==> src/source/rs_pkg.sv <==
`default_nettype none

package rs_pkg;

  localparam int LANES   = 2;
  localparam int PRF_IDX = 6;
  localparam int ROB_IDX = 5;
  localparam int CDB_N   = 2;
  localparam int FU_N    = 2;
  localparam int FU_IDX  = $clog2(FU_N);  // Unit select width

  typedef enum logic [1:0] {
    FU_ALU  = 2'd0,
    FU_MEM  = 2'd1,
    FU_MULT = 2'd2
  } fu_class_t;

  localparam logic [4:0] ALU_MULQ = 5'h0b;

  // Renamed instruction as it sits in a station
  typedef struct packed {
    logic [PRF_IDX-1:0] prega;
    logic [PRF_IDX-1:0] pregb;
    logic [PRF_IDX-1:0] pdest;
    logic               prega_valid;
    logic               pregb_valid;
    logic [4:0]         alu_op;
    logic               rd_mem;
    logic               wr_mem;
    logic [31:0]        inst;
    logic [63:0]        npc;
    logic               cond_branch;
    logic               uncond_branch;
    logic [ROB_IDX-1:0] rob_idx;
  } rs_inst_t;

  function automatic fu_class_t fu_class_of(input rs_inst_t i);
    if (i.rd_mem || i.wr_mem) begin
      return FU_MEM;
    end
    if (i.alu_op == ALU_MULQ) begin
      return FU_MULT;
    end
    return FU_ALU;
  endfunction

endpackage

`default_nettype wire

==> src/source/rs_if.sv <==
`default_nettype none

// Steering logic to one station bank
interface dispatch_if;
  import rs_pkg::*;

  logic     valid;
  rs_inst_t inst;
  logic     full;  // No free slot this cycle

  modport steer (
    output valid,
    output inst,
    input  full
  );

  modport bank (
    input  valid,
    input  inst,
    output full
  );
endinterface

// Station bank to unit grant
interface issue_if #(
  parameter int RS_IDX = 2
);
  import rs_pkg::*;

  logic [2:0]        avail;  // Indexed by fu_class_t
  logic              en;
  fu_class_t         cls;
  logic [RS_IDX-1:0] slot;
  rs_inst_t          inst;

  modport grant (
    output avail,
    input  en,
    input  cls,
    input  slot,
    input  inst
  );

  modport bank (
    input  avail,
    output en,
    output cls,
    output slot,
    output inst
  );
endinterface

`default_nettype wire

==> src/source/dual_issue_rs.sv <==
`default_nettype none

module dual_issue_rs #(
  parameter int RS_SZ  = 4,
  parameter int RS_IDX = 2
) (
  input  logic                                           clk,
  input  logic                                           reset,
  input  logic [rs_pkg::LANES-1:0]                       inst_valid,
  input  rs_pkg::rs_inst_t [rs_pkg::LANES-1:0]           lane_inst,
  input  logic [rs_pkg::FU_N-1:0]                        exfu_free,
  input  logic [rs_pkg::FU_N-1:0]                        memfu_free,
  input  logic [rs_pkg::FU_N-1:0]                        multfu_free,
  input  logic [rs_pkg::CDB_N-1:0]                       cdb_valid,
  input  logic [rs_pkg::CDB_N-1:0][rs_pkg::PRF_IDX-1:0]  cdb_tag,
  input  logic [rs_pkg::LANES-1:0][RS_SZ-1:0]            entry_flush,
  output logic [rs_pkg::LANES-1:0]                       rs_stall,
  output logic [rs_pkg::LANES-1:0]                       en_out,
  output logic [rs_pkg::LANES-1:0][rs_pkg::FU_IDX-1:0]   fu_sel_out,
  output rs_pkg::rs_inst_t [rs_pkg::LANES-1:0]           iss_inst,
  output logic [rs_pkg::LANES-1:0][RS_IDX-1:0]           iss_slot
);
  import rs_pkg::*;

  dispatch_if                  disp0 ();
  dispatch_if                  disp1 ();
  issue_if #(.RS_IDX(RS_IDX))  iss0 ();
  issue_if #(.RS_IDX(RS_IDX))  iss1 ();

  logic [2:0][FU_N-1:0] free_b0;
  logic [2:0][FU_N-1:0] free_b1;
  logic [2:0][FU_N-1:0] taken0;  // Unit claimed by bank 0
  logic [FU_IDX-1:0]    sel0;
  logic [FU_IDX-1:0]    sel1;

  function automatic logic [FU_IDX-1:0] lowest_unit(input logic [FU_N-1:0] v);
    logic [FU_IDX-1:0] idx;
    idx = '0;
    for (int j = FU_N-1; j >= 0; j--) begin
      if (v[j]) idx = FU_IDX'(j);
    end
    return idx;
  endfunction

  // Bank 0 first, bank 1 overflows when it fills
  assign disp0.valid = inst_valid[0] & ~disp0.full;
  assign disp0.inst  = lane_inst[0];
  assign disp1.valid = ~disp1.full &
                       ((inst_valid[1] & ~disp0.full) | (inst_valid[0] & disp0.full));
  assign disp1.inst  = disp0.full ? lane_inst[0] : lane_inst[1];

  assign rs_stall[0] = disp0.full & disp1.full;
  assign rs_stall[1] = disp0.full | disp1.full;

  assign free_b0[FU_ALU]  = exfu_free;
  assign free_b0[FU_MEM]  = memfu_free;
  assign free_b0[FU_MULT] = multfu_free;

  assign iss0.avail = {|free_b0[FU_MULT], |free_b0[FU_MEM], |free_b0[FU_ALU]};
  assign sel0       = lowest_unit(free_b0[iss0.cls]);

  always_comb begin
    taken0 = '0;
    if (iss0.en) taken0[iss0.cls][sel0] = 1'b1;
  end

  // Whatever bank 0 left over
  assign free_b1    = free_b0 & ~taken0;
  assign iss1.avail = {|free_b1[FU_MULT], |free_b1[FU_MEM], |free_b1[FU_ALU]};
  assign sel1       = lowest_unit(free_b1[iss1.cls]);

  rs_bank #(.RS_SZ(RS_SZ), .RS_IDX(RS_IDX)) bank0_inst (
    .clk       (clk),
    .reset     (reset),
    .disp      (disp0.bank),
    .iss       (iss0.bank),
    .cdb_valid (cdb_valid),
    .cdb_tag   (cdb_tag),
    .flush     (entry_flush[0])
  );

  rs_bank #(.RS_SZ(RS_SZ), .RS_IDX(RS_IDX)) bank1_inst (
    .clk       (clk),
    .reset     (reset),
    .disp      (disp1.bank),
    .iss       (iss1.bank),
    .cdb_valid (cdb_valid),
    .cdb_tag   (cdb_tag),
    .flush     (entry_flush[1])
  );

  assign en_out     = {iss1.en, iss0.en};
  assign fu_sel_out = {sel1, sel0};
  assign iss_inst   = {iss1.inst, iss0.inst};
  assign iss_slot   = {iss1.slot, iss0.slot};

  // Both banks never land on one unit
  assert property (@(posedge clk) disable iff (reset)
    (iss0.en && iss1.en && iss0.cls == iss1.cls) |-> sel0 != sel1);

endmodule

`default_nettype wire

==> src/source/rs_bank.sv <==
`default_nettype none

module rs_bank #(
  parameter int RS_SZ  = 4,
  parameter int RS_IDX = 2
) (
  input  logic                                          clk,
  input  logic                                          reset,
  dispatch_if.bank                                      disp,
  issue_if.bank                                         iss,
  input  logic [rs_pkg::CDB_N-1:0]                      cdb_valid,
  input  logic [rs_pkg::CDB_N-1:0][rs_pkg::PRF_IDX-1:0] cdb_tag,
  input  logic [RS_SZ-1:0]                              flush
);
  import rs_pkg::*;

  logic [RS_SZ-1:0]  busy;
  logic [RS_SZ-1:0]  ready;
  logic [RS_SZ-1:0]  cand;
  logic [RS_SZ-1:0]  load;
  logic [RS_SZ-1:0]  clear;
  fu_class_t         cls [RS_SZ];
  rs_inst_t          slot_inst [RS_SZ];
  logic [RS_IDX-1:0] alloc_sel;
  logic [RS_IDX-1:0] iss_sel;
  logic              iss_hit;

  assign disp.full = &busy;

  // Lowest empty slot
  always_comb begin
    alloc_sel = '0;
    for (int i = RS_SZ-1; i >= 0; i--) begin
      if (!busy[i]) alloc_sel = RS_IDX'(i);
    end
  end

  // Lowest ready entry whose class has a unit
  always_comb begin
    iss_hit = 1'b0;
    iss_sel = '0;
    for (int i = RS_SZ-1; i >= 0; i--) begin
      if (cand[i]) begin
        iss_hit = 1'b1;
        iss_sel = RS_IDX'(i);
      end
    end
  end

  for (genvar i = 0; i < RS_SZ; i++) begin : g_entry
    assign cand[i]  = ready[i] & ~flush[i] & iss.avail[cls[i]];  // Flush wins over issue
    assign load[i]  = disp.valid & ~disp.full & (alloc_sel == RS_IDX'(i));
    assign clear[i] = flush[i] | (iss_hit & (iss_sel == RS_IDX'(i)));

    rs_entry entry_inst (
      .clk       (clk),
      .reset     (reset),
      .load      (load[i]),
      .inst_in   (disp.inst),
      .clear     (clear[i]),
      .cdb_valid (cdb_valid),
      .cdb_tag   (cdb_tag),
      .busy      (busy[i]),
      .ready     (ready[i]),
      .cls       (cls[i]),
      .inst_out  (slot_inst[i])
    );
  end

  assign iss.en   = iss_hit;
  assign iss.slot = iss_sel;
  assign iss.cls  = cls[iss_sel];
  assign iss.inst = slot_inst[iss_sel];

  // Issue only ever reads an occupied entry
  assert property (@(posedge clk) disable iff (reset) iss.en |-> busy[iss_sel]);

  // Steering never pushes into a full bank
  assert property (@(posedge clk) disable iff (reset) disp.valid |-> !disp.full);

endmodule

`default_nettype wire

==> src/source/rs_entry.sv <==
`default_nettype none

module rs_entry (
  input  logic                                      clk,
  input  logic                                      reset,
  input  logic                                      load,
  input  rs_pkg::rs_inst_t                          inst_in,
  input  logic                                      clear,
  input  logic [rs_pkg::CDB_N-1:0]                  cdb_valid,
  input  logic [rs_pkg::CDB_N-1:0][rs_pkg::PRF_IDX-1:0] cdb_tag,
  output logic                                      busy,
  output logic                                      ready,
  output rs_pkg::fu_class_t                         cls,
  output rs_pkg::rs_inst_t                          inst_out
);
  import rs_pkg::*;

  rs_inst_t           inst_q;
  logic               busy_q;
  logic [PRF_IDX-1:0] src_a;
  logic [PRF_IDX-1:0] src_b;
  logic               wake_a;
  logic               wake_b;

  // Tags come from the incoming instruction on a load
  assign src_a = load ? inst_in.prega : inst_q.prega;
  assign src_b = load ? inst_in.pregb : inst_q.pregb;

  always_comb begin
    wake_a = 1'b0;
    wake_b = 1'b0;
    for (int c = 0; c < CDB_N; c++) begin
      if (cdb_valid[c] && cdb_tag[c] == src_a) wake_a = 1'b1;
      if (cdb_valid[c] && cdb_tag[c] == src_b) wake_b = 1'b1;
    end
  end

  always_ff @(posedge clk) begin
    if (reset) begin
      busy_q <= 1'b0;
    end else if (load) begin
      busy_q <= 1'b1;
    end else if (clear) begin
      busy_q <= 1'b0;  // Issued or flushed
    end
  end

  always_ff @(posedge clk) begin
    if (load) begin
      inst_q             <= inst_in;
      inst_q.prega_valid <= inst_in.prega_valid | wake_a;
      inst_q.pregb_valid <= inst_in.pregb_valid | wake_b;
    end else begin
      if (wake_a) inst_q.prega_valid <= 1'b1;
      if (wake_b) inst_q.pregb_valid <= 1'b1;
    end
  end

  assign busy     = busy_q;
  assign ready    = busy_q & inst_q.prega_valid & inst_q.pregb_valid;
  assign cls      = fu_class_of(inst_q);
  assign inst_out = inst_q;

  // Bank allocation only ever targets an empty entry
  assert property (@(posedge clk) disable iff (reset) load |-> !busy_q);

endmodule

`default_nettype wire

==> src/source/rs_top.sv <==
`default_nettype none

module rs_top #(
  parameter int RS_SZ  = 4,
  parameter int RS_IDX = $clog2(RS_SZ)
) (
  input  logic                                      clk,
  input  logic                                      reset,
  input  logic [rs_pkg::LANES-1:0]                  inst_valid,
  input  logic [rs_pkg::LANES*rs_pkg::PRF_IDX-1:0]  prega_idx,
  input  logic [rs_pkg::LANES*rs_pkg::PRF_IDX-1:0]  pregb_idx,
  input  logic [rs_pkg::LANES*rs_pkg::PRF_IDX-1:0]  pdest_idx,
  input  logic [rs_pkg::LANES-1:0]                  prega_valid,
  input  logic [rs_pkg::LANES-1:0]                  pregb_valid,
  input  logic [rs_pkg::LANES*5-1:0]                alu_op,
  input  logic [rs_pkg::LANES-1:0]                  rd_mem,
  input  logic [rs_pkg::LANES-1:0]                  wr_mem,
  input  logic [rs_pkg::LANES*32-1:0]               rs_ir,
  input  logic [rs_pkg::LANES*64-1:0]               npc,
  input  logic [rs_pkg::LANES-1:0]                  cond_branch,
  input  logic [rs_pkg::LANES-1:0]                  uncond_branch,
  input  logic [rs_pkg::FU_N-1:0]                   exfu_free,
  input  logic [rs_pkg::FU_N-1:0]                   memfu_free,
  input  logic [rs_pkg::FU_N-1:0]                   multfu_free,
  input  logic [rs_pkg::CDB_N-1:0]                  cdb_valid,
  input  logic [rs_pkg::CDB_N*rs_pkg::PRF_IDX-1:0]  cdb_tag,
  input  logic [rs_pkg::LANES*RS_SZ-1:0]            entry_flush,
  input  logic [rs_pkg::LANES*rs_pkg::ROB_IDX-1:0]  rob_idx,
  output logic [rs_pkg::LANES-1:0]                  rs_stall,
  output logic [rs_pkg::LANES-1:0]                  en_out,
  output logic [rs_pkg::LANES*rs_pkg::FU_IDX-1:0]   fu_sel_out,
  output logic [rs_pkg::LANES*rs_pkg::PRF_IDX-1:0]  pdest_idx_out,
  output logic [rs_pkg::LANES*rs_pkg::PRF_IDX-1:0]  prega_idx_out,
  output logic [rs_pkg::LANES*rs_pkg::PRF_IDX-1:0]  pregb_idx_out,
  output logic [rs_pkg::LANES*5-1:0]                alu_op_out,
  output logic [rs_pkg::LANES-1:0]                  rd_mem_out,
  output logic [rs_pkg::LANES-1:0]                  wr_mem_out,
  output logic [rs_pkg::LANES*32-1:0]               rs_ir_out,
  output logic [rs_pkg::LANES*64-1:0]               npc_out,
  output logic [rs_pkg::LANES*rs_pkg::ROB_IDX-1:0]  rob_idx_out,
  output logic [rs_pkg::LANES*RS_IDX-1:0]           rs_idx_out
);
  import rs_pkg::*;

  rs_inst_t [LANES-1:0] lane_inst;
  rs_inst_t [LANES-1:0] iss_inst;

  always_comb begin
    for (int l = 0; l < LANES; l++) begin
      lane_inst[l].prega         = prega_idx[l*PRF_IDX +: PRF_IDX];
      lane_inst[l].pregb         = pregb_idx[l*PRF_IDX +: PRF_IDX];
      lane_inst[l].pdest         = pdest_idx[l*PRF_IDX +: PRF_IDX];
      lane_inst[l].prega_valid   = prega_valid[l];
      lane_inst[l].pregb_valid   = pregb_valid[l];
      lane_inst[l].alu_op        = alu_op[l*5 +: 5];
      lane_inst[l].rd_mem        = rd_mem[l];
      lane_inst[l].wr_mem        = wr_mem[l];
      lane_inst[l].inst          = rs_ir[l*32 +: 32];
      lane_inst[l].npc           = npc[l*64 +: 64];
      lane_inst[l].cond_branch   = cond_branch[l];
      lane_inst[l].uncond_branch = uncond_branch[l];
      lane_inst[l].rob_idx       = rob_idx[l*ROB_IDX +: ROB_IDX];
    end
  end

  dual_issue_rs #(.RS_SZ(RS_SZ), .RS_IDX(RS_IDX)) dual_issue_rs_inst (
    .clk         (clk),
    .reset       (reset),
    .inst_valid  (inst_valid),
    .lane_inst   (lane_inst),
    .exfu_free   (exfu_free),
    .memfu_free  (memfu_free),
    .multfu_free (multfu_free),
    .cdb_valid   (cdb_valid),
    .cdb_tag     (cdb_tag),
    .entry_flush (entry_flush),
    .rs_stall    (rs_stall),
    .en_out      (en_out),
    .fu_sel_out  (fu_sel_out),
    .iss_inst    (iss_inst),
    .iss_slot    (rs_idx_out)
  );

  // Per bank outputs, bank 0 in the low slice
  always_comb begin
    for (int b = 0; b < LANES; b++) begin
      pdest_idx_out[b*PRF_IDX +: PRF_IDX] = iss_inst[b].pdest;
      prega_idx_out[b*PRF_IDX +: PRF_IDX] = iss_inst[b].prega;
      pregb_idx_out[b*PRF_IDX +: PRF_IDX] = iss_inst[b].pregb;
      alu_op_out[b*5 +: 5]                = iss_inst[b].alu_op;
      rd_mem_out[b]                       = iss_inst[b].rd_mem;
      wr_mem_out[b]                       = iss_inst[b].wr_mem;
      rs_ir_out[b*32 +: 32]               = iss_inst[b].inst;
      npc_out[b*64 +: 64]                 = iss_inst[b].npc;
      rob_idx_out[b*ROB_IDX +: ROB_IDX]   = iss_inst[b].rob_idx;
    end
  end

endmodule

`default_nettype wire

==> config.mk <==
export PLATFORM = sky130hd
export DESIGN_NAME = rs_top
export DESIGN_NICKNAME = d
export VERILOG_FILES = /design/src/source/rs_pkg.sv /design/src/source/rs_if.sv /design/src/source/dual_issue_rs.sv /design/src/source/rs_bank.sv /design/src/source/rs_entry.sv /design/src/source/rs_top.sv
export SDC_FILE = /design/constraint.sdc
export NUM_CORES = 1
export LEC_CHECK = 0
export BUFFER_PORTS_ARGS = -buffer_cell sky130_fd_sc_hd__buf_2
export CAP_MARGIN = 10
export CORE_MARGIN = 3
export CORE_UTILIZATION = 33
export DETAILED_ROUTE_END_ITERATION = 16
export SYNTH_ARGS = -nofsm -noshare
export SYNTH_HDL_FRONTEND = slang
export SYNTH_SLANG_ARGS = --single-unit
==> constraint.sdc <==
create_clock -name clk -period 25.4 [get_ports clk]
set_clock_uncertainty 0.15 [all_clocks]
set_input_delay 5.08 -clock clk [delete_from_list [all_inputs] [get_ports clk]]
set_output_delay 5.08 -clock clk [all_outputs]
set_load 0.02 [all_outputs]
==> metrics.csv <==
metric,value,unit
Top Layer Used,met5,
post-route ant nets,0,
setup bufs post-CTS,0,
gr usage total,0.191,
Die Width,364,um
design internal power,2.88,mW
Final HPWL DP,81900,um
CP startpoint kind,primary input,
core area,126000,um2
CTS buffer count,110,
"commonest non-fill, non-tap cell in the layout",edfxtp_1,
CTS sink cnt,1032,
FMAX,60.1,MHz
Worst Tran Pin Value,1.14,ns
area of placed instances,46800,um2
CP Cell Sequence,"buf_2, or2_1, or4_1, o211a_2, a31oi_1, a21oi_1, a2111oi_0, nor3_1, a31o_1, a31oi_1, nand2_1, nor2_4, buf_4, buf_4, a22oi_1, nand2_1, buf_2",
Post-Route M1 WL,52800,um
die area,132000,um2
CP top delay family,simple AND/OR/NAND/NOR gates,
metal3 WL,10800,um
wire per inst,25.8,um
CTS tree,done,
CP Data Required Time,20.17,ns
final worst setup slack,8.75,ns
crit path buf inv count,4,
htree depth,3,
pin count of the biggest net entering global routing,131,
mapped cell area,42200,um2
Slew HR,0.243,
total grt overflow,0,
Clk pwr share,0.415,
Finish-stage setup viols,0,
peak supply drop,0.0626,mV
number of antenna violations at the first check in global routing,33,
Comb power frac,0.067,
unrepaired setup endpoints after global routing,no,
fraction of synthesis flops using an asynchronous set or reset pin,0,
post-cts hold buffer count,0,
Via Count,26800,
Worst Path Max Fanout,51,
most frequent cells in the layout,"edfxtp_1 (1024), buf_2 (549), nand2_1 (443)",
Finished Cell Area,50300,um2
Leak,18.0,nW
post-cts sizing count,0,
metal2 WL,61700,um
routed wire length,130000,um
syn_area_per_cell,15.3,um2
CP max stage delay,0.81,ns
kind of critical path,primary input to output port,
final net count,3574,
pre-CTS WS,8.79,ns
Ports,554,
Yosys reg bits,1032,
Cell Rows,130,
unique cell type count in the Yosys netlist,70,
CP max-delay cell,a2111oi_0,
Starting Density,0.334,
port buffer count,549,
register area share after synthesis,0.732,
Mapped Nets,3048,
max cap viols,0,
"EDFF count, synth",1024,
clock slew at the register clock pins of the worst setup and hold paths,0.06,ns
switching pwr,0.851,mW
Sequential Power Share,0.519,
max-slew violations,0,
CP endpoint kind,output port,
share of cells above drive strength 1,0.263,
min-delay worst type,flop to flop,
Skew-Pair Late Insertion Delay,0.75,ns
vias in the first global route,26400,
Final Cycle Share,0.656,
switching part of the total,0.228,
DR vias/cell,5.30,
DR pass1 iterations,7,
power per cell area,74.2,nW/um2
Post-synth top flop,edfxtp_1,
Die Span Y,364,um
cell count after synthesis,2756,
first-pass GRT wire length,185000,um
Clock Path Buffers,3,
crit path time final,16.65,ns
Sum Neg Setup Slack,0,ns
P&R area growth vs syn,19.1,%
Initial DRC Count,2479,
final hold vios,0,
Root Buffer,clkbuf_16,
Yosys warnings,0,
GP Congestion,0.836,
WP data arrival,11.42,ns
DR DRC count,0,
outcome,"finished, final reports clean",
-- area by class of cell --
| type | instances | area, um2 |
|---|---|---|
| clock buffers | 134 | 2840 |
| repair buffers | 588 | 3080 |
| diodes | 22 | 55.1 |
| multi-input cells | 1529 | 10600 |
| flip-flops and latches | 1032 | 30900 |
| fillers | 11700 | 76100 |
| well taps | 1650 | 2060 |
| clock inverters | 70 | 649 |
| inverters | 21 | 98.8 |
-- cell usage after synthesis (4+ instances only) --
cell      instances  area [um2]
nand2b_1         10        62.6
nor3_1            9        45.0
or2_2             5        31.3
mux2i_1          69         691
a22oi_1         252        1890
o21ai_0          62         310
dfxtp_1           8         160
o31ai_1           4        30.0
nor2_1           42         158
or4_1             8        60.1
nor2b_1           9        56.3
buf_2            17        85.1
and3_1            7        43.8
inv_1            18        67.6
clkbuf_1        130         488
xnor2_1          88         771
nor4_1           20         125
nand4_1          36         225
nand4b_1          7        61.3
xor2_1          105         920
a222oi_1        126        1260
a21oi_1          14        70.1
mux2_2          114        1280
nand3b_1          4        30.0
nor3b_1           4        30.0
nand3_1          20         100
or2_1             4        25.0
or3_1            16         100
buf_1            18        67.6
nand2_1         443        1660
buf_4             7        52.6
edfxtp_1       1024       30700
-- state kept, by name (all words and copies together) (netlist names) --
| register | count |
|---|---|
| dual_issue_rs_inst.bank0_inst.g_entry.entry_inst.inst_out | 512 |
| dual_issue_rs_inst.bank1_inst.g_entry.entry_inst.busy | 4 |
| dual_issue_rs_inst.bank1_inst.g_entry.entry_inst.inst_out | 512 |
| dual_issue_rs_inst.bank0_inst.g_entry.entry_inst.busy | 4 |
-- worst paths after layout --
path	startpoint	to	slack (ns)	cells past startpoint
min reg2reg	flop	flop	0.51	2
max reg2reg	flop	flop	19.00	15
max	multfu_free[0]	alu_op_out[9]	8.75	17
min	flop	flop	0.51	2
-- metal layers --
layer / vias up / global-route usage
met4: 10 / 0.0725
li1: 11900 / -
met1: 13600 / 0.247
met3: 225 / 0.0479
met2: 1034 / 0.309
met5: - / 0
-- power groups by stage --
stage / combinational (mW) / sequential, mW / clock, mW
global route: 0.268 / 1.94 / 1.65
floorplan: 0.134 / 1.97 / 0
global placement: 0.248 / 1.97 / 0
detailed placement: 0.250 / 1.97 / 0
CTS: 0.251 / 1.94 / 1.58
finish: 0.248 / 1.94 / 1.55
-- worst min-delay path: cells and delay by family, from the launching register on --
kind | cells | cell delay [ns]
compound gates | 1 | 0.05
flops | 1 | 0.35
simple gates | 1 | 0.21
-- cell families after synthesis --
group | share of synthesized area
simple gates | 0.0709
buf+inv | 0.0188
xor+xnor | 0.0400
flops | 0.732
mux | 0.0474
compound gates | 0.0913
-- per-stage QoR --
stage	utilization	hold WS (ns)	cells	power, mW
after floorplan	-	0.428	2756	2.11
after global placement	0.370	0.466	4820	2.22
after detailed placement	0.370	0.483	4820	2.22
after CTS	0.398	0.493	5024	3.77
after global routing	0.398	0.517	5030	3.86
final	0.398	0.509	5046	3.73
Note: power is estimated with default switching activity, not from simulation.
